**config.mk**
```make
export PLATFORM = sky130hd
export DESIGN_NAME = ao_peripheral
export DESIGN_NICKNAME = d
export VERILOG_FILES = /design/src/rtl/mini_mcu_pkg.sv /design/src/rtl/ao_peripheral.sv
export SDC_FILE = /design/constraint.sdc
export NUM_CORES = 1
export LEC_CHECK = 0
export ABC_AREA = 0
export BUFFER_PORTS_ARGS = -buffer_cell sky130_fd_sc_hd__buf_2
export CORE_MARGIN = 2
export CORE_UTILIZATION = 45
export CTS_CLUSTER_DIAMETER = 40
export DETAILED_ROUTE_END_ITERATION = 6
export PLACE_DENSITY = 0.73
export SYNTH_ARGS = -nofsm -noshare
export SYNTH_HDL_FRONTEND = slang
export SYNTH_SLANG_ARGS = --single-unit
```
**constraint.sdc**
```tcl
create_clock -name clk_i -period 1.99 [get_ports clk_i]
set_clock_uncertainty 0.15 [all_clocks]
set_input_delay 0.199 -clock clk_i [delete_from_list [all_inputs] [get_ports clk_i]]
set_output_delay 0.199 -clock clk_i [all_outputs]
set_load 0.02 [all_outputs]
```
**src/rtl/mini_mcu_pkg.sv**
```systemverilog
// ####################
// memory map, register offsets and sizes
// bus request and response structs
// ####################

package mini_mcu_pkg;

  localparam int unsigned NUM_MASTERS = 2;
  localparam int unsigned MASTER_IDX_W = $clog2(NUM_MASTERS);

  // two RAM banks selected by address bit 10
  localparam int unsigned NUM_RAM_BANKS = 2;
  localparam int unsigned RAM_BANK_WORDS = 256;
  localparam int unsigned RAM_BANK_IDX_W = $clog2(NUM_RAM_BANKS);
  localparam int unsigned RAM_WORD_IDX_W = $clog2(RAM_BANK_WORDS);
  localparam int unsigned RAM_BANK_SEL_BIT = 10;

  localparam logic [31:0] RAM_START_ADDRESS = 32'h0000_0000;
  localparam logic [31:0] RAM_SIZE = 32'(NUM_RAM_BANKS * RAM_BANK_WORDS * 4);
  localparam logic [31:0] AO_START_ADDRESS = 32'h2000_0000;
  localparam logic [31:0] GPIO_START_ADDRESS = 32'h3000_0000;
  localparam logic [31:0] PERIPH_SIZE = 32'h0000_0100;
  localparam int unsigned PERIPH_OFFSET_W = $clog2(PERIPH_SIZE);

  localparam logic [PERIPH_OFFSET_W-1:0] AO_EXIT_VALID_OFFSET = 8'h00;
  localparam logic [PERIPH_OFFSET_W-1:0] AO_EXIT_VALUE_OFFSET = 8'h04;
  localparam logic [PERIPH_OFFSET_W-1:0] AO_BOOT_SELECT_OFFSET = 8'h08;
  localparam logic [PERIPH_OFFSET_W-1:0] AO_SCRATCH_OFFSET = 8'h0C;

  localparam logic [PERIPH_OFFSET_W-1:0] GPIO_IN_OFFSET = 8'h00;
  localparam logic [PERIPH_OFFSET_W-1:0] GPIO_OUT_OFFSET = 8'h04;
  localparam logic [PERIPH_OFFSET_W-1:0] GPIO_EN_OFFSET = 8'h08;

  localparam int unsigned GPIO_WIDTH = 32;

  // returned together with err on unmapped accesses
  localparam logic [31:0] ERR_RDATA = 32'hBADC_AB1E;

  typedef enum logic [1:0] {
    SLAVE_RAM,
    SLAVE_AO,
    SLAVE_GPIO,
    SLAVE_NONE
  } slave_idx_e;

  typedef struct packed {
    logic        req;
    logic        we;
    logic [3:0]  be;
    logic [31:0] addr;
    logic [31:0] wdata;
  } bus_req_t;

  typedef struct packed {
    logic        gnt;
    logic        rvalid;
    logic        err;
    logic [31:0] rdata;
  } bus_resp_t;

  // merge write data into a word under byte enables
  function automatic logic [31:0] apply_be(input logic [31:0] old_word,
                                           input logic [31:0] wdata,
                                           input logic [3:0]  be);
    logic [31:0] merged;
    merged = old_word;
    for (int b = 0; b < 4; b++) begin
      if (be[b]) begin
        merged[8*b+:8] = wdata[8*b+:8];
      end
    end
    return merged;
  endfunction

endpackage

```
**src/rtl/ao_peripheral.sv**
```systemverilog
// ####################
// always-on registers: exit valid, exit value,
// boot select readback and scratch
// ####################
`timescale 1ns/100ps

module ao_peripheral
  import mini_mcu_pkg::*;
(
  input  logic        clk_i,
  input  logic        arst_n_i,

  input  bus_req_t    req_i,
  output bus_resp_t   resp_o,

  input  logic        boot_select_i,
  output logic        exit_valid_o,
  output logic [31:0] exit_value_o
);

  logic [PERIPH_OFFSET_W-1:0] offset;
  logic                       exit_valid_q;
  logic [31:0]                exit_value_q;
  logic [31:0]                scratch_q;
  logic [31:0]                read_data;
  logic [31:0]                rdata_q;
  logic                       rvalid_q;

  assign offset = req_i.addr[PERIPH_OFFSET_W-1:0];

  always_ff @(posedge clk_i or negedge arst_n_i) begin
    if (!arst_n_i) begin
      exit_valid_q <= 1'b0;
      exit_value_q <= '0;
      scratch_q    <= '0;
      rvalid_q     <= 1'b0;
    end else begin
      rvalid_q <= req_i.req;
      if (req_i.req && req_i.we) begin
        case (offset)
          AO_EXIT_VALID_OFFSET: begin
            if (req_i.be[0]) begin
              exit_valid_q <= req_i.wdata[0];
            end
          end
          AO_EXIT_VALUE_OFFSET: exit_value_q <= apply_be(exit_value_q, req_i.wdata, req_i.be);
          AO_SCRATCH_OFFSET:    scratch_q <= apply_be(scratch_q, req_i.wdata, req_i.be);
          default: ;
        endcase
      end
    end
  end

  // unused offsets read as zero
  always_comb begin
    case (offset)
      AO_EXIT_VALID_OFFSET:  read_data = {31'b0, exit_valid_q};
      AO_EXIT_VALUE_OFFSET:  read_data = exit_value_q;
      AO_BOOT_SELECT_OFFSET: read_data = {31'b0, boot_select_i};
      AO_SCRATCH_OFFSET:     read_data = scratch_q;
      default:               read_data = '0;
    endcase
  end

  always_ff @(posedge clk_i) begin
    if (req_i.req) begin
      rdata_q <= req_i.we ? '0 : read_data;
    end
  end

  assign resp_o.gnt    = req_i.req;
  assign resp_o.rvalid = rvalid_q;
  assign resp_o.err    = 1'b0;
  assign resp_o.rdata  = rdata_q;

  assign exit_valid_o = exit_valid_q;
  assign exit_value_o = exit_value_q;

endmodule

```
# After elaboration in Yosys (flattened, before gate mapping)
# Cells that the tools add are included.
[op_classes]
n_eq_ne = 3
n_mux = 1
n_reduce_logical = 11
[ops]
columns = ["cell", "n"]
rows = [
  ["32-bit one-hot mux with 4 select lines", 1],
  ["3-bit AND reduction", 9],
  ["8-bit by 4-bit == test with 1-bit output, second input constant", 2],
  ["8-bit by 3-bit == test with 1-bit output, second input constant", 1],
  ["8-bit logical NOT", 1],
  ["1-bit logical AND", 1],
]
[totals]
ff_bits = 98
output_inout_bits = 68
wordCells = 26

# Depth between registers and ports, before layout
[depth]
word_depth = 2
ltp_mapped = 5

# Worst setup path before layout
# OpenSTA, ideal clock, no wires.
[synth_path]
path_type = "input-to-reg"
from = "input port req_i[35] in the netlist's numbering"
to = "register scratch_q[10]"
setup_time_ns = 0.125
arrival_time_ns = 1.254
t_required_ns = 1.715
slack_ns = 0.461
path_stages = 5
path_cell_list = "buf_4 -> and4bb_2 -> clkbuf_1 -> nand3_2 -> mux2_2"
[synth_between]
elab_chain_cells = 2
[synth_rtl]
columns = ["item", "line", "source"]
rows = [
  ["start: declaration", "ao_peripheral.sv:13", "input bus_req_t req_i,"],
  ["8-bit by 4-bit == test with 1-bit output", "ao_peripheral.sv:40", "case (offset)"],
  ["3-bit AND reduction (no source line)", "-", ""],
  ["end signal: assignment", "ao_peripheral.sv:47", "AO_SCRATCH_OFFSET: scratch_q <= apply_be(scratch_q, req_i.wdata, req_i.be);"],
  ["end: declaration", "ao_peripheral.sv:24", "logic [31:0] scratch_q;"],
]
# No other way between the ends.
# A chain may end at the register's enable or synchronous reset.

# Final worst setup path
[layout_path]
from = "register exit_valid_q, in the netlist exit_valid_o"
to = "register rdata_q[0], data pin"
[layout_between]
elab_chain_cells = 1
[layout_rtl]
columns = ["item", "line", "source"]
rows = [
  ["start: declaration", "ao_peripheral.sv:22", "logic exit_valid_q;"],
  ["start signal: assignment", "ao_peripheral.sv:43", "exit_valid_q <= req_i.wdata[0];"],
  ["32-bit one-hot mux with 4 select lines", "ao_peripheral.sv:56", "case (offset)"],
  ["end signal: assignment", "ao_peripheral.sv:67", "rdata_q <= req_i.we ? '0 : read_data;"],
  ["end: declaration", "ao_peripheral.sv:26", "logic [31:0] rdata_q;"],
]
# No other way between the ends.

==> results.cfg <==
[global_routing]
grt_pass1_vias = 2794
grt_usage = 0.1838
grt_overflow = 0
antenna_found_initial = 0
grt_util_met3 = 0.05177
grt-busiest-layer = met2
use_met2 = 0.3129
use_met1 = 0.2258
grt_pass1_wl_um = 13770
grt_max_degree = 67

[die]
rows = 34
pin_count = 141
start_util = 0.4641
core_area_um2 = 8721
die-width_um = 98.84
dieHeight_um = 98.84
die-area_um2 = 9769

[sta]
period_share = 0.7391
setup_tns_ns = 0
finalCriticalPeriod_ns = 1.471
rsz0062_at_grt = false
report.final.slew_viol_count = 0
fmax_ghz = 0.6799
holdWs_ns = 0.1364
timing_hold_violations_final = 0
setup_viol = 0

[outcome]
outcome = finished, final reports clean

[worst_hold_path]
hold_path.class = in2reg
hp-start = req_i[69]
hold_path_depth = 2

[placed_design]
dp_hpwl_um = 5556
io_buffers = 115
place_congestion = 0.7449

[synthesis]
synth_top_area_frac = 0.4080
yosys.cell_types.count = 18
synth_area_leaders = dfrtp_1, edfxtp_1, mux2_2, mux2i_1, nor2_1
syn_inst = 259
syn_area_um2 = 4048
syn_nets = 332
syn_area_per_cell_um2 = 15.63
ys_warn_count = 0
yosysSeqAreaShare = 0.6454
synth_seq_cells = 98
yosys.area.top_type = dfrtp_1

[clock_network]
clk_pin_slew_ns = 0.10
cts-resized-gates = 0
cts_max_level = 3
cts-root-buf = clkbuf_8
cts_tree = built
insertion_delay_ns = 0.35
clock_path_buffers = 2
clock_sinks = 98
cts_buffers = 9

[run]
drv_cap = 0

[drt]
wl_um = 8670
drtAntennaViolNets = 0
num_vias = 2697
wire_per_inst_um = 16.45
via_per_inst = 5.118
drt-initial-drc-count = 56
drc = 0
first_pass_iters = 4

[pwr]
p_leak_nw = 2.676
p_per_area_nw_per_um2 = 723.1
ir_drop_uv = 445.1

[finish]
multi_input_area_um2 = 1371
final.fill_count = 678
finish.net_count = 486
seq_area_um2 = 2613
drive_gt1_frac = 0.5120
area_growth_pct = 31.13

[critical_path]
rr_startpoint = exit_valid_o
cp_max_fo = 3
crit_type = reg2reg
crit_start = exit_valid_o
setup.worst_path.start_class = register
cp.required_ns = 1.95
ff2ff_path_depth = 2
crit_arrival_ns = 1.43
end_kind = register
-- area by class of cell --
type                            instances  share of cell area
Tap cell                              108             0.02546
Clock inverter                          7             0.01721
Antenna cell                            1           0.0004715
Timing Repair Buffer                  155              0.1829
Sequential cell                        98              0.4922
Clock buffer                            9             0.02334
Multi-Input combinational cell        149              0.2584
-- repair_timing --
action / 4_1_cts / 5_1_grt
hold buffers: 33 / 0
buffers inserted: 0 / 0
endpoints found under the hold margin: 131 / 0
-- synthesized netlist by cell type, drive strengths merged --
| master | number |
|---|---|
| edfxtp | 32 |
| clkbuf | 4 |
| and4b | 1 |
| mux2 | 65 |
| and4bb | 1 |
| mux4 | 1 |
| nor4b | 1 |
| buf | 8 |
| nand4b | 1 |
| nor4 | 1 |
| mux2i | 31 |
| dfrtp | 66 |
| and3 | 4 |
| nand4 | 1 |
| nand3 | 8 |
| conb | 1 |
| nor2 | 33 |
-- state kept, by name (all words and copies together) (netlist names) --
| name | flops |
|---|---|
| exit_value_o | 32 |
| rdata_q | 32 |
| scratch_q | 32 |
| exit_valid_o | 1 |
| rvalid_q | 1 |
-- where the power goes --
| group | switching (W) | total [W] | internal (W) |
|---|---|---|---|
| sequential | 0.0000179 | 0.00214 | 0.00212 |
| clock | 0.000671 | 0.00138 | 0.000709 |
| combinational | 0.000173 | 0.000320 | 0.000147 |
| total | 0.000861 | 0.00384 | 0.00298 |
-- kinds of logic after synthesis --
kind of cell	after synthesis	synth area share
multiplexers	97	0.2631
AND/OR/NAND/NOR	51	0.07481
buffers and inverters	12	0.01576
other	1	0.0009265
flip-flops	98	0.6454
-- metal layers --
metal  share of wire  up-vias
li1                -     1245
met1            0.43     1365
met2            0.50       79
met3           0.059        8
met4           0.012        0
met5               0        -
-- critical path, cell delays in order (launching register included) --
cell and delay [ns]:
dfrtp_1 0.41, mux4_2 0.45, and4b_1 0.22
-- placed cells by master (no fill, tap or decap), types with 2 or more instances in the layout --
master / instances
mux2_2: 65
and3_1: 4
mux2i_1: 31
dlygate4sd3_1: 33
edfxtp_1: 32
buf_2: 115
nand3_2: 8
buf_4: 6
clkinv_2: 2
inv_6: 2
clkbuf_8: 9
nor2_1: 33
bufinv_16: 2
dfrtp_1: 66
-- worst paths after layout --
check,end,slack [ns]
max in group asynchronous,exit_value_o[18],1.15
worst min-delay path,rvalid_q,0.14
worst max register to register,rdata_q[0],0.52
min in group asynchronous,scratch_q[4],0.23
worst max-delay path,rdata_q[0],0.52
worst min register to register,scratch_q[27],0.36
-- per-stage QoR --
step | cells | utilization | setup WS, ns | total power (W) | area, µm²
final | 527 | 0.6086 | 0.5192 | 0.003838 | 5308
after global routing | 526 | 0.6083 | 0.4555 | 0.004002 | 5305
after floorplan | 259 | - | 0.4613 | 0.002302 | 4048
after CTS | 526 | 0.6083 | 0.5251 | 0.003888 | 5305
after detailed placement | 477 | 0.5458 | 0.2239 | 0.002456 | 4760
after global placement | 477 | 0.5458 | 0.2384 | 0.002449 | 4760
No activity file was read; power rests on OpenSTA's default activity.
