### src/rtl/mini_mcu_pkg.sv
// ####################
// memory map, register offsets and sizes
// bus request and response structs
// ####################

package mini_mcu_pkg;

  localparam int unsigned NUM_MASTERS = 2;
  localparam int unsigned MASTER_IDX_W = $clog2(NUM_MASTERS);

  // two RAM banks selected by address bit 10
  localparam int unsigned NUM_RAM_BANKS = 2;
  localparam int unsigned RAM_BANK_WORDS = 256;
  localparam int unsigned RAM_BANK_IDX_W = $clog2(NUM_RAM_BANKS);
  localparam int unsigned RAM_WORD_IDX_W = $clog2(RAM_BANK_WORDS);
  localparam int unsigned RAM_BANK_SEL_BIT = 10;

  localparam logic [31:0] RAM_START_ADDRESS = 32'h0000_0000;
  localparam logic [31:0] RAM_SIZE = 32'(NUM_RAM_BANKS * RAM_BANK_WORDS * 4);
  localparam logic [31:0] AO_START_ADDRESS = 32'h2000_0000;
  localparam logic [31:0] GPIO_START_ADDRESS = 32'h3000_0000;
  localparam logic [31:0] PERIPH_SIZE = 32'h0000_0100;
  localparam int unsigned PERIPH_OFFSET_W = $clog2(PERIPH_SIZE);

  localparam logic [PERIPH_OFFSET_W-1:0] AO_EXIT_VALID_OFFSET = 8'h00;
  localparam logic [PERIPH_OFFSET_W-1:0] AO_EXIT_VALUE_OFFSET = 8'h04;
  localparam logic [PERIPH_OFFSET_W-1:0] AO_BOOT_SELECT_OFFSET = 8'h08;
  localparam logic [PERIPH_OFFSET_W-1:0] AO_SCRATCH_OFFSET = 8'h0C;

  localparam logic [PERIPH_OFFSET_W-1:0] GPIO_IN_OFFSET = 8'h00;
  localparam logic [PERIPH_OFFSET_W-1:0] GPIO_OUT_OFFSET = 8'h04;
  localparam logic [PERIPH_OFFSET_W-1:0] GPIO_EN_OFFSET = 8'h08;

  localparam int unsigned GPIO_WIDTH = 32;

  // returned together with err on unmapped accesses
  localparam logic [31:0] ERR_RDATA = 32'hBADC_AB1E;

  typedef enum logic [1:0] {
    SLAVE_RAM,
    SLAVE_AO,
    SLAVE_GPIO,
    SLAVE_NONE
  } slave_idx_e;

  typedef struct packed {
    logic        req;
    logic        we;
    logic [3:0]  be;
    logic [31:0] addr;
    logic [31:0] wdata;
  } bus_req_t;

  typedef struct packed {
    logic        gnt;
    logic        rvalid;
    logic        err;
    logic [31:0] rdata;
  } bus_resp_t;

  // merge write data into a word under byte enables
  function automatic logic [31:0] apply_be(input logic [31:0] old_word,
                                           input logic [31:0] wdata,
                                           input logic [3:0]  be);
    logic [31:0] merged;
    merged = old_word;
    for (int b = 0; b < 4; b++) begin
      if (be[b]) begin
        merged[8*b+:8] = wdata[8*b+:8];
      end
    end
    return merged;
  endfunction

endpackage

### src/rtl/gpio_peripheral.sv
// ####################
// GPIO out and enable registers
// and input synchroniser
// ####################
`timescale 1ns/100ps

module gpio_peripheral
  import mini_mcu_pkg::*;
(
  input  logic                  clk_i,
  input  logic                  arst_n_i,

  input  bus_req_t              req_i,
  output bus_resp_t             resp_o,

  input  logic [GPIO_WIDTH-1:0] gpio_i,
  output logic [GPIO_WIDTH-1:0] gpio_o,
  output logic [GPIO_WIDTH-1:0] gpio_en_o
);

  logic [PERIPH_OFFSET_W-1:0] offset;
  logic [GPIO_WIDTH-1:0]      gpio_meta_q;
  logic [GPIO_WIDTH-1:0]      gpio_sync_q;
  logic [GPIO_WIDTH-1:0]      gpio_out_q;
  logic [GPIO_WIDTH-1:0]      gpio_en_q;
  logic [31:0]                read_data;
  logic [31:0]                rdata_q;
  logic                       rvalid_q;

  assign offset = req_i.addr[PERIPH_OFFSET_W-1:0];

  always_ff @(posedge clk_i or negedge arst_n_i) begin
    if (!arst_n_i) begin
      gpio_meta_q <= '0;
      gpio_sync_q <= '0;
      gpio_out_q  <= '0;
      gpio_en_q   <= '0;
      rvalid_q    <= 1'b0;
    end else begin
      // two flops before the pins are visible to software
      gpio_meta_q <= gpio_i;
      gpio_sync_q <= gpio_meta_q;
      rvalid_q    <= req_i.req;
      if (req_i.req && req_i.we) begin
        case (offset)
          GPIO_OUT_OFFSET: gpio_out_q <= apply_be(gpio_out_q, req_i.wdata, req_i.be);
          GPIO_EN_OFFSET:  gpio_en_q <= apply_be(gpio_en_q, req_i.wdata, req_i.be);
          // GPIO_IN is read only
          default: ;
        endcase
      end
    end
  end

  always_comb begin
    case (offset)
      GPIO_IN_OFFSET:  read_data = gpio_sync_q;
      GPIO_OUT_OFFSET: read_data = gpio_out_q;
      GPIO_EN_OFFSET:  read_data = gpio_en_q;
      default:         read_data = '0;
    endcase
  end

  always_ff @(posedge clk_i) begin
    if (req_i.req) begin
      rdata_q <= req_i.we ? '0 : read_data;
    end
  end

  assign resp_o.gnt    = req_i.req;
  assign resp_o.rvalid = rvalid_q;
  assign resp_o.err    = 1'b0;
  assign resp_o.rdata  = rdata_q;

  assign gpio_o    = gpio_out_q;
  assign gpio_en_o = gpio_en_q;

endmodule

### config.mk
export PLATFORM = sky130hd
export DESIGN_NAME = gpio_peripheral
export DESIGN_NICKNAME = d
export VERILOG_FILES = /design/src/rtl/mini_mcu_pkg.sv /design/src/rtl/gpio_peripheral.sv
export SDC_FILE = /design/constraint.sdc
export NUM_CORES = 1
export LEC_CHECK = 0
export ABC_CLOCK_PERIOD_IN_PS = 2650
export BUFFER_PORTS_ARGS = -buffer_cell sky130_fd_sc_hd__buf_2
export CAP_MARGIN = 10
export CORE_ASPECT_RATIO = 1.25
export CORE_MARGIN = 2
export CORE_UTILIZATION = 50
export DETAILED_ROUTE_END_ITERATION = 12
export PLACE_DENSITY = 0.82
export SYNTH_ARGS = -nofsm -noshare
export SYNTH_HDL_FRONTEND = slang
export SYNTH_SLANG_ARGS = --single-unit
### constraint.sdc
create_clock -name clk_i -period 2.65 [get_ports clk_i]
set_input_delay 0.265 -clock clk_i [delete_from_list [all_inputs] [get_ports clk_i]]
set_output_delay 0.265 -clock clk_i [all_outputs]
set_load 0.05 [all_outputs]
Word level (Yosys, flattened, before mapping)
Index checks and enable logic that the tools add are counted.

Input bits: 104. Logic and storage cells: 25. Register bits: 161. Output and inout port bits: 99.

Reduce and logical (&&, ||, !) cells: 10. Mux-type cells: 1. Equal/unequal tests: 2.

Operator list (count): one-hot mux 32 bit (3 select lines) (1); AND reduction 3 bit (8); equality test 8 x 3 -> 1 bit, second input constant (1); equality test 8 x 4 -> 1 bit, second input constant (1); zero test 8 bit (1); logical AND 1 bit (1).

Longest topological paths before layout
Depth after elaboration: 2. Depth in mapped cells: 6. Gate-level depth less buffers: 3.

Worst setup path after synthesis
No wires, ideal clock.

Kind: input to register. Start: in req_i[37] (netlist name). End: reg gpio_en_q[0], in the netlist gpio_en_o[0]. Path buffers: 0. Data required time: 2525 ps. Setup time: 125 ps. Data arrival time: 1479 ps. Slack: 1046 ps. Cell stages on the path: 3. Path through: nor4_4 > nand4_2 > mux2_2.

Cells in the longest elaborated chain, start to end: 2.

RTL lines: start: declaration (RTL line gpio_peripheral.sv:13) `input bus_req_t req_i,`; equality test 8 x 4 -> 1 bit (RTL line gpio_peripheral.sv:45) `case (offset)`; AND reduction 3 bit (no line); end signal: assignment (RTL line gpio_peripheral.sv:47) `GPIO_EN_OFFSET: gpio_en_q <= apply_be(gpio_en_q, req_i.wdata, req_i.be);`; end: declaration (RTL line gpio_peripheral.sv:25) `logic [GPIO_WIDTH-1:0] gpio_en_q;`.

Every way passes these cells. A chain may end at the register's enable or synchronous reset.

Final worst setup path
Start: in req_i[37] (netlist name). End: reg rdata_q[26], data pin.

Cells in the longest elaborated chain, start to end: 2. Elaborated cells between the ends (all ways): 4. Those cells by class: eq/ne (2); mux (1); reduce/logical (1).

RTL lines: equality test 8 x 4 -> 1 bit, or another cell as far along (RTL line gpio_peripheral.sv:56) `case (offset)`; one-hot mux 32 bit (3 select lines) (*) (RTL line gpio_peripheral.sv:56); end signal: assignment (RTL line gpio_peripheral.sv:66) `rdata_q <= req_i.we ? '0 : read_data;`; end: declaration (RTL line gpio_peripheral.sv:27) `logic [31:0] rdata_q;`.

Every way passes the cells marked *; elsewhere a longest branch is shown, timed or not.

==> results.json <==
{
  "synthTopCellsByArea": "dfrtp_1 54%, edfxtp_1 16%, mux2_2 12%, mux2i_1 5.4%, or2_2 3.3%",
  "first_global_vias": 4283,
  "reg2reg_depth": 3,
  "avgSynthCellArea_um2": 15.4,
  "worst_r2r_startpoint": "gpio_o[3]$_DFFE_PN0P_",
  "worst_pin_slew_ns": 0.723,
  "wl_per_cell_um": 18.7,
  "finalSetupViolations": 0,
  "synth_warnings": 0,
  "vias_per_cell": 5.09,
  "ys_types": 20,
  "numCtsBuffers": 17,
  "synth_top_area_cell": "dfrtp_1",
  "grt_remaining_overflow": 0,
  "slew_headroom": 0.518,
  "min_to": "gpio_en_o[10]$_DFFE_PN0P_",
  "layout_setup_ws_ns": 0.915,
  "ys_top_cells_by_count": "129 x dfrtp_1, 64 x mux2_2, 32 x a21oi_1, 32 x edfxtp_1, 32 x mux2i_1",
  "ant_nets": 0,
  "cts_max_level": 4,
  "routabilityCongestion": 0.807,
  "hp-class": "in -> reg",
  "die_h_um": 126,
  "final_cells": 784,
  "placed_area_um2": 7070,
  "rrSetupSlack_ns": 1.58,
  "min_delay_path_depth": 2,
  "worstSetupStartpoint": "req_i[37]",
  "p_total_mw": 5.65,
  "drv_slew": 0,
  "drt_first_iter_violations": 179,
  "synth_seq_cells": 161,
  "fp.coreArea_um2": 11600,
  "clock.fmax_ghz": 0.576,
  "postCtsSetupBuffers": 0,
  "yosysSeqAreaShare": 0.702,
  "cts_num_sinks": 161,
  "post_cts.resized_instances": 0,
  "dp_cells": 718,
  "timing.hold.ws_ns": 0.0868,
  "end_kind": "flip-flop",
  "layout-drive-gt1-share": 0.521,
  "grt_start_max_net_pins": 130,
  "powerDensity_nw_per_um2": 704,
  "dr.pass1.iters": 4,
  "cap_violations": 0,
  "cp_max_fo": 13,
  "ir_worst_vdd_uv": 491,
  "holdCritStartpoint": "req_i[10]",
  "post-route-drc-count": 0,
  "cellLeakagePower_nw": 4.00,
  "synth_top_cell_area_share": 0.541,
  "cts_tree": "yes",
  "worstPathArrival_ns": 2.00,
  "grt_first_pass_wirelength_um": 22700,
  "status": "finished clean",
  "fin_area_um2": 8030,
  "portBuffers": 177,
  "synth_most_common_cell": "dfrtp_1",
  "fin_util": 0.691,
  "worstPathRequired_ns": 2.91,
  "start_util": 0.513,
  "gr-max-usage-layer": "met2",
  "gr-usage-met3": 0.0721,
  "clock_path_buffers": 2,
  "async_flop_share": 0.801,
  "totalWireLength_um": 14700,
  "grt_util_all_layers": 0.242,
  "min_period_ns": 1.74,
  "path_class": "in -> reg",
  "grt_antenna_before_repair": 2,
  "ios": 203,
  "synth_top_flop_cell": "dfrtp_1",
  "netlist_instances": 388,
  "clk_pin_slew_worst_paths_ns": 0.06,
  "die_x_um": 102,
  "synth_edf_count": 32,
  "place_ws_ns": 0.474,
  "clockRootBuffer": "clkbuf_16",
  "hpwl_um": 9300,
  "tns_ns": 0,
  "vias": 3993,
  "insertion_delay_ns": 0.42,
  "finClkSkew_ns": 0.00618,
  "area_growth_pct": 34.6,
  "rr_endpoint": "rdata_q[3]$_SDFFCE_PP0P_",
  "syn_area_um2": 5960,
  "critPathLaunchType": "input port",
  "rsz0062_at_grt": "false",
  "hold_viol_final": 0,
  "syn-num-nets": 492,
  "fill_cells": 784,
  "final_nets": 713,
  "rows": 44,
  "use_met1": 0.276,
  "use_met2": 0.409,
  "dieArea_um2": 12800,
  "fin_crit_sh": 0.655
}
-- routing by layer --
metal | wire length [um] | up-vias
li1 | - | 1811
met1 | 5340 | 1977
met2 | 7950 | 154
met3 | 865 | 47
met4 | 496 | 4
met5 | 23 | -
-- registers in the layout, indices dropped and copies added, names as in the netlist --
register	cells
gpio_en_o	32
gpio_meta_q	32
gpio_o	32
gpio_sync_q	32
rdata_q	32
rvalid_q	1
-- final cells by class --
class | instances | area (um2) | share of cell area
clock buffer | 19 | 443 | 0.0552
sequential | 161 | 4190 | 0.522
antenna | 1 | 2.50 | 0.000312
timing repair buffer | 219 | 1300 | 0.162
multi-input combinational | 210 | 1710 | 0.213
clock inverter | 13 | 185 | 0.0231
tap | 161 | 201 | 0.0251
-- critical path, stage by stage --
cell	delay (ns)
buf_2	0.11
nor4_4	0.66
nand3_2	0.45
buf_4	0.34
a21oi_1	0.16
-- power by group --
part	switching, mW	internal (mW)	total [mW]
clock	0.965	1.60	2.57
combinational	0.290	0.153	0.443
sequential	0.0307	2.61	2.64
-- how the worst max path moves through the flow --
stage	slack, ns	endpoint	cells after the start
6_report	0.91	rdata_q[26]$_SDFFCE_PP0P_	5
5_1_grt	0.76	rdata_q[21]$_SDFFCE_PP0P_	5
4_1_cts	0.92	rdata_q[13]$_SDFFCE_PP0P_	5
3_5_place_dp	0.47	gpio_o[11]$_DFFE_PN0P_	5
3_3_place_gp	0.50	rdata_q[21]$_SDFFCE_PP0P_	5
2_1_floorplan	1.05	gpio_en_o[0]$_DFFE_PN0P_	3
-- layout by cell type, fill, tap and decap left out --
cell | netlist | layout
clkbuf_8 | 0 | 1
diode_2 | 0 | 1
buf_12 | 0 | 1
nand4_2 | 4 | 4
and3_1 | 4 | 4
nor4b_2 | 1 | 1
clkinv_4 | 0 | 3
a2bb2oi_1 | 1 | 1
mux2_2 | 64 | 64
clkbuf_1 | 10 | 1
clkbuf_16 | 0 | 17
conb_1 | 1 | 1
clkinv_2 | 0 | 3
buf_4 | 3 | 9
nor2_1 | 2 | 2
bufinv_16 | 0 | 4
clkinvlp_4 | 0 | 2
dfrtp_1 | 129 | 129
edfxtp_1 | 32 | 32
a21oi_1 | 32 | 32
nor2b_4 | 0 | 1
or2_2 | 31 | 31
dlygate4sd3_1 | 0 | 33
mux2i_1 | 32 | 32
nand2_1 | 31 | 31
nor4_4 | 1 | 1
inv_6 | 0 | 1
nand3_2 | 4 | 5
buf_2 | 4 | 176
-- kinds of logic after synthesis --
family                 synth area share
buffers and inverters            0.0134
AOI/OAI and AO/OA                0.0283
other                          0.000629
muxes                             0.175
and+or+nand+nor                  0.0806
DFF                               0.702
-- timing repair --
item                                   4_1_cts  5_1_grt
hold buffers                                33        0
setup endpoints to repair                    0        0
endpoints found under the hold margin      109        0
(Power assumes the default switching activity.)
