## src/rtl/mini_mcu_pkg.sv

```systemverilog
// ####################
// memory map, register offsets and sizes
// bus request and response structs
// ####################

package mini_mcu_pkg;

  localparam int unsigned NUM_MASTERS = 2;
  localparam int unsigned MASTER_IDX_W = $clog2(NUM_MASTERS);

  // two RAM banks selected by address bit 10
  localparam int unsigned NUM_RAM_BANKS = 2;
  localparam int unsigned RAM_BANK_WORDS = 256;
  localparam int unsigned RAM_BANK_IDX_W = $clog2(NUM_RAM_BANKS);
  localparam int unsigned RAM_WORD_IDX_W = $clog2(RAM_BANK_WORDS);
  localparam int unsigned RAM_BANK_SEL_BIT = 10;

  localparam logic [31:0] RAM_START_ADDRESS = 32'h0000_0000;
  localparam logic [31:0] RAM_SIZE = 32'(NUM_RAM_BANKS * RAM_BANK_WORDS * 4);
  localparam logic [31:0] AO_START_ADDRESS = 32'h2000_0000;
  localparam logic [31:0] GPIO_START_ADDRESS = 32'h3000_0000;
  localparam logic [31:0] PERIPH_SIZE = 32'h0000_0100;
  localparam int unsigned PERIPH_OFFSET_W = $clog2(PERIPH_SIZE);

  localparam logic [PERIPH_OFFSET_W-1:0] AO_EXIT_VALID_OFFSET = 8'h00;
  localparam logic [PERIPH_OFFSET_W-1:0] AO_EXIT_VALUE_OFFSET = 8'h04;
  localparam logic [PERIPH_OFFSET_W-1:0] AO_BOOT_SELECT_OFFSET = 8'h08;
  localparam logic [PERIPH_OFFSET_W-1:0] AO_SCRATCH_OFFSET = 8'h0C;

  localparam logic [PERIPH_OFFSET_W-1:0] GPIO_IN_OFFSET = 8'h00;
  localparam logic [PERIPH_OFFSET_W-1:0] GPIO_OUT_OFFSET = 8'h04;
  localparam logic [PERIPH_OFFSET_W-1:0] GPIO_EN_OFFSET = 8'h08;

  localparam int unsigned GPIO_WIDTH = 32;

  // returned together with err on unmapped accesses
  localparam logic [31:0] ERR_RDATA = 32'hBADC_AB1E;

  typedef enum logic [1:0] {
    SLAVE_RAM,
    SLAVE_AO,
    SLAVE_GPIO,
    SLAVE_NONE
  } slave_idx_e;

  typedef struct packed {
    logic        req;
    logic        we;
    logic [3:0]  be;
    logic [31:0] addr;
    logic [31:0] wdata;
  } bus_req_t;

  typedef struct packed {
    logic        gnt;
    logic        rvalid;
    logic        err;
    logic [31:0] rdata;
  } bus_resp_t;

  // merge write data into a word under byte enables
  function automatic logic [31:0] apply_be(input logic [31:0] old_word,
                                           input logic [31:0] wdata,
                                           input logic [3:0]  be);
    logic [31:0] merged;
    merged = old_word;
    for (int b = 0; b < 4; b++) begin
      if (be[b]) begin
        merged[8*b+:8] = wdata[8*b+:8];
      end
    end
    return merged;
  endfunction

endpackage

```

## src/rtl/system_bus.sv

```systemverilog
// ####################
// system bus: round-robin arbiter for two masters,
// address decoder and response router
// ####################
`timescale 1ns/100ps

module system_bus
  import mini_mcu_pkg::*;
(
  input  logic                        clk_i,
  input  logic                        arst_n_i,

  input  bus_req_t  [NUM_MASTERS-1:0] master_req_i,
  output bus_resp_t [NUM_MASTERS-1:0] master_resp_o,

  output bus_req_t                    ram_req_o,
  input  bus_resp_t                   ram_resp_i,
  output bus_req_t                    ao_req_o,
  input  bus_resp_t                   ao_resp_i,
  output bus_req_t                    gpio_req_o,
  input  bus_resp_t                   gpio_resp_i
);

  function automatic slave_idx_e decode(input logic [31:0] addr);
    if ((addr & ~(RAM_SIZE - 32'd1)) == RAM_START_ADDRESS) begin
      return SLAVE_RAM;
    end
    if ((addr & ~(PERIPH_SIZE - 32'd1)) == AO_START_ADDRESS) begin
      return SLAVE_AO;
    end
    if ((addr & ~(PERIPH_SIZE - 32'd1)) == GPIO_START_ADDRESS) begin
      return SLAVE_GPIO;
    end
    return SLAVE_NONE;
  endfunction

  logic                    any_req;
  logic [MASTER_IDX_W-1:0] winner;
  logic [MASTER_IDX_W-1:0] last_q;
  bus_req_t                win_req;
  slave_idx_e              target;
  logic                    slave_gnt;
  logic                    accept;

  logic                    rsp_valid_q;
  logic [MASTER_IDX_W-1:0] rsp_master_q;
  slave_idx_e              rsp_target_q;
  bus_resp_t               slave_resp;

  // on a tie the master that did not win last time goes first
  always_comb begin
    any_req = master_req_i[0].req | master_req_i[1].req;
    if (master_req_i[0].req && master_req_i[1].req) begin
      winner = ~last_q;
    end else begin
      winner = MASTER_IDX_W'(master_req_i[1].req);
    end
  end

  always_comb begin
    win_req = master_req_i[winner];
    target  = decode(win_req.addr);

    ram_req_o      = win_req;
    ram_req_o.req  = any_req && (target == SLAVE_RAM);
    ao_req_o       = win_req;
    ao_req_o.req   = any_req && (target == SLAVE_AO);
    gpio_req_o     = win_req;
    gpio_req_o.req = any_req && (target == SLAVE_GPIO);

    case (target)
      SLAVE_RAM:  slave_gnt = ram_resp_i.gnt;
      SLAVE_AO:   slave_gnt = ao_resp_i.gnt;
      SLAVE_GPIO: slave_gnt = gpio_resp_i.gnt;
      // the bus itself answers unmapped addresses
      default:    slave_gnt = 1'b1;
    endcase
    accept = any_req && slave_gnt;
  end

  // remember who gets the response next cycle
  always_ff @(posedge clk_i or negedge arst_n_i) begin
    if (!arst_n_i) begin
      last_q       <= '0;
      rsp_valid_q  <= 1'b0;
      rsp_master_q <= '0;
      rsp_target_q <= SLAVE_NONE;
    end else begin
      rsp_valid_q <= accept;
      if (accept) begin
        last_q       <= winner;
        rsp_master_q <= winner;
        rsp_target_q <= target;
      end
    end
  end

  always_comb begin
    case (rsp_target_q)
      SLAVE_RAM:  slave_resp = ram_resp_i;
      SLAVE_AO:   slave_resp = ao_resp_i;
      SLAVE_GPIO: slave_resp = gpio_resp_i;
      default: begin
        slave_resp        = '0;
        slave_resp.rvalid = rsp_valid_q;
        slave_resp.err    = 1'b1;
        slave_resp.rdata  = ERR_RDATA;
      end
    endcase

    for (int m = 0; m < NUM_MASTERS; m++) begin
      master_resp_o[m].gnt    = accept && (winner == MASTER_IDX_W'(m));
      master_resp_o[m].rvalid = rsp_valid_q && slave_resp.rvalid &&
                                (rsp_master_q == MASTER_IDX_W'(m));
      master_resp_o[m].err    = slave_resp.err;
      master_resp_o[m].rdata  = slave_resp.rdata;
    end
  end

endmodule

```

## config.mk

```make
export PLATFORM = sky130hd
export DESIGN_NAME = system_bus
export DESIGN_NICKNAME = d
export VERILOG_FILES = /design/src/rtl/mini_mcu_pkg.sv /design/src/rtl/system_bus.sv
export SDC_FILE = /design/constraint.sdc
export NUM_CORES = 1
export LEC_CHECK = 0
export BUFFER_PORTS_ARGS = -buffer_cell sky130_fd_sc_hd__buf_2
export CELL_PAD_IN_SITES_DETAIL_PLACEMENT = 0
export CELL_PAD_IN_SITES_GLOBAL_PLACEMENT = 1
export CORE_AREA = 2 2 203 205
export CTS_CLUSTER_SIZE = 12
export DETAILED_ROUTE_END_ITERATION = 12
export DIE_AREA = 0 0 205 207
export GPL_TIMING_DRIVEN = 0
export PLACE_DENSITY = 0.51
export RECOVER_POWER = 50
export REMOVE_ABC_BUFFERS = 1
export SLEW_MARGIN = 0
export SYNTH_ARGS = -nofsm -noshare
export SYNTH_HDL_FRONTEND = slang
export SYNTH_SLANG_ARGS = --single-unit
```

## constraint.sdc

```tcl
create_clock -name clk_i -period 2.08 [get_ports clk_i]
set_input_delay 0.416 -clock clk_i [delete_from_list [all_inputs] [get_ports clk_i]]
set_output_delay 0.416 -clock clk_i [all_outputs]
set_load 0.02 [all_outputs]
```

# After elaboration in Yosys (flattened, before gate mapping)
# Index checks and enable logic that the tools add are counted.
[totals] regBits=4 in_bits=247
[op_classes] magnitude_cmp=1 n_eq_ne=6 muxes=17 bitwise_logic=3 reduce_logical=13
[op_table] cell="69-bit two-way mux" count=2
[op_table] cell="34-bit case mux with 3 select lines" count=1
[op_table] cell="24-bit by 22-bit equality test with 1-bit output, second input constant" count=2
[op_table] cell="32-bit zero test" count=1
[op_table] cell="2-bit two-way mux" count=6
[op_table] cell="1-bit logical AND" count=10
[op_table] cell="1-bit two-way mux" count=7
[op_table] cell="2-bit by 1-bit equality test with 1-bit output, second input constant" count=2
[op_table] cell="2-bit equality test, second input constant" count=2
[op_table] cell="2-bit zero test" count=2
[op_table] cell="1-bit case mux with 3 select lines" count=1
[op_table] cell="1-bit by 2-bit < comparator with 1-bit output, second input constant" count=1
[op_table] cell="1-bit NOT" count=2
[op_table] cell="1-bit bitwise OR" count=1

# Depth between registers and ports, before layout
[logic_depth] depth_word=16 depth_mapped=9

# Least setup slack after synthesis
# Ideal clock, no wire load.
[synth_path] path_kind="register -> output" from="register rsp_target_q[1]" to="output port master_resp_o[35] (netlist name)" arrival_time_ns=2.282 required_ns=1.664 slack_ns=-0.618 stages_incl_launch_ff=7 n_path_buf=4 path_cell_list="dfstp_2 -> buf_2 -> buf_1 -> buf_2 -> mux2i_1 -> o21ai_0 -> buf_4"
[synth_lines] item="start: declaration" line_no="system_bus.sv:47" rtl="slave_idx_e rsp_target_q;"
[synth_lines] item="start signal: assignment" line_no="system_bus.sv:93" rtl="rsp_target_q <= target;"
[synth_lines] item="end: declaration" line_no="system_bus.sv:14" rtl="output bus_resp_t [NUM_MASTERS-1:0] master_resp_o,"

==> results_dict.tcl <==
set metrics [dict create \
    outcome "complete, but fails checks" \
    violations "setup timing" \
    die_h_um 207 \
    crit_start "rsp_master_q" \
    power.clock.fraction_pct 9.4 \
    cts-buffers-inserted 3 \
    die_x_um 205 \
    r2r_start "rsp_master_q" \
    cp-start-kind "flop" \
    clkTransAtPathRegs_ns 0.04 \
    ys_ff_latch 4 \
    cts.htree.levels 1 \
    finalCriticalPeriod_ns 2.77 \
    slew_headroom_pct 70.5 \
    clkSinkCount 4 \
    clkLatencyLatePin_ns 0.23 \
    ant_nets 0 \
    power_mw 3.47 \
    synth_top_area_cell "buf_4" \
    synthAdderAreaFrac_pct 0 \
    synth_xor_area_share_pct 0 \
    fin_skew_ns 0.000350 \
    synthArstFlopShare_pct 100 \
    synth_mux_area_share_pct 11.4 \
    syn_area_um2 3300 \
    synth_compound_area_share_pct 11.8 \
    yosysWarnings 0 \
    netSwitchingFraction_pct 50.3 \
    synth_commonest_cells "225 x nand2_1, 171 x buf_4, 21 x mux2_2, 21 x o22a_1, 20 x clkbuf_1" \
    overflow 0 \
    vias 5482 \
    grt_use_total_pct 14.0 \
    first_pass_iters 4 \
    worst_setup_path_end_kind "output port" \
    syn2layout_area_growth_pct 198 \
    stdcell_area_um2 9810 \
    io_pins 527 \
    die-area_um2 42400 \
    clock.fmax_mhz 361 \
    setup_viol 248 \
    grt_pass1_vias 5569 \
    drt-total-wl_mm 32.4 \
    grt_pass1_wl_mm 41.7 \
    synth.most_common_cell "nand2_1" \
    synth_top_area_share_pct 38.9 \
    cp.arrival_ns 2.35 \
    hpwlAfterDp_mm 22.2 \
    critPathKind "flop to output port" \
    synth_flop_cell "dfstp_2" \
    ys_seq_area_share_pct 3.11 \
    p_switching_mw 1.75 \
    wire_per_inst_um 21.6 \
    avgSynthCellArea_um2 6.05 \
    vias_per_cell 3.65 \
    port_buffers 526 \
    drv_cap 0 \
    gp_congestion 0.838 \
    fin_setup_tns_ns -51.56 \
    clock_path_buffers 2 \
    place_area_um2 5300 \
    cts-root-buf "clkbuf_16" \
    p_per_area_nw_per_um2 354 \
    hold_class "input pin to async pin" \
    finalWorstSetupSlack_ns -0.689 \
    coreArea_um2 40400 \
    initial_core_util_pct 8.17 \
    worst_slew_pin_slew_ns 0.442 \
    grt_max_degree 22 \
    p_int_mw 1.73 \
    netlist_instances 545 \
    peakVddDrop_mv 0.292 \
    p_seq_share_pct 2.6 \
    synth_top_family_by_area "buffers and inverters" \
    yosys.area_share.simple_pct 31.0 \
    ys_types 37 \
    cts_tree "built" \
    drive_gt1_share_pct 86.6 \
    critPathMaxFanout 4 \
    grt_antenna_before_repair 12 \
    finalCritPeriodShare_pct 133 \
    synth.area.top_cells "buf_4 39%, nand2_1 26%, mux2_2 7.2%" \
    whs_ns 0.0655 \
    drv_slew 0 \
    cp.required_ns 1.66 \
    drc 0 \
    cts_hold_buf 0 \
    hold_viol_final 0 \
    rsz0062_at_grt "yes" \
    nets 1215 \
    num-fill-cells 4385 \
    p_leak_nw 5.00 \
    p_comb_share_pct 88.0 \
    rows 74 \
    synth_edf_count 0 \
    detail_route.iter0.violations 170 \
]
[area by class of cell]
class / instances / area, µm² / area share, %
inverter: 2 / 10.0 / 0.102
multi-input combinational: 345 / 3480 / 35.5
sequential: 4 / 111 / 1.14
antenna: 3 / 7.51 / 0.0765
timing repair buffer: 612 / 5460 / 55.6
tap: 532 / 666 / 6.78
clock buffer: 4 / 78.8 / 0.803
[registers in the layout, indices dropped and copies added, names as in the netlist]
signal	cells
rsp_master_q	1
rsp_target_q	2
rsp_valid_q	1
[path summary, 6_finish.rpt]
| path | endpoint | slack, ns | cells past startpoint |
|---|---|---|---|
| worst max register to register | rsp_target_q[1] | -0.34 | 11 |
| worst max-delay path | master_resp_o[34] | -0.69 | 10 |
| max in group asynchronous | rsp_target_q[0] | 1.71 | 1 |
| min in group clk_i | rsp_master_q | 0.51 | 3 |
| worst min-delay path | rsp_valid_q | 0.07 | 1 |
| worst min register to register | rsp_master_q | 0.68 | 2 |
[worst max-delay path, cell delays in order, from the launching register on]
cell,delay (ns)
dfrtp_2,0.44
a21bo_4,0.24
buf_12,0.14
nand2_4,0.05
a21boi_4,0.20
inv_4,0.05
a221oi_4,0.41
o21ai_4,0.15
o21a_4,0.16
and2_4,0.16
buf_6,0.12
[metrics by stage]
stage / std cells / util (%) / setup slack (ns)
4_1_cts: 1487 / 22.0 / -0.667
5_1_grt: 1501 / 24.3 / -0.730
3_3_place_gp: 1405 / 12.9 / -6.56
2_1_floorplan: 347 / - / -2.81
3_5_place_dp: 1409 / 13.1 / -1.64
6_report: 1502 / 24.3 / -0.689
[logic make-up after synthesis]
family                 Yosys count
multiplexers                    35
flip-flops                       4
AND/OR/NAND/NOR                255
AO/OA/AOI/OAI                   51
buffers and inverters          200
[metal layers]
| metal | up-vias | share of wire, % | GRT usage [%] |
|---|---|---|---|
| li1 | 2477 | - | - |
| met1 | 2623 | 38 | 16.3 |
| met2 | 327 | 51 | 25.3 |
| met3 | 43 | 7.4 | 3.08 |
| met4 | 12 | 3.0 | 3.77 |
| met5 | - | 0.22 | 0 |
[power by group through the flow]
stage	sequential (mW)	clock, mW	combinational, mW
after floorplan	0.0867	0	0.893
after global placement	0.0882	0	1.81
after detailed placement	0.0905	0	1.81
after CTS	0.0883	0.324	2.79
after global routing	0.0895	0.335	3.19
final	0.0889	0.327	3.06
[placed cells by master, fill, tap and decap left out, drive strengths merged, types with 2 or more instances in the layout]
| master | count |
|---|---|
| nand2b | 4 |
| o22a | 21 |
| diode | 3 |
| a21boi | 3 |
| a21oi | 4 |
| o21ai | 14 |
| nand2 | 226 |
| buf | 603 |
| clkbuf | 12 |
| nor4b | 2 |
| nor3 | 3 |
| nand4 | 3 |
| dfrtp | 2 |
| and2 | 2 |
| dfstp | 2 |
| nor4 | 9 |
| a21bo | 2 |
| mux2i | 14 |
| mux2 | 21 |
| nor2 | 7 |
| inv | 2 |
| o21a | 3 |
[timing repair]
| item | CTS | global route |
|---|---|---|
| setup buffers | 56 | 25 |
| gates cloned | 18 | 3 |
| pin swaps | 76 | 82 |
| resized for setup | 745 | 211 |
| setup endpoints to repair | 284 | 278 |
Note: power is estimated with default switching activity, not from simulation.
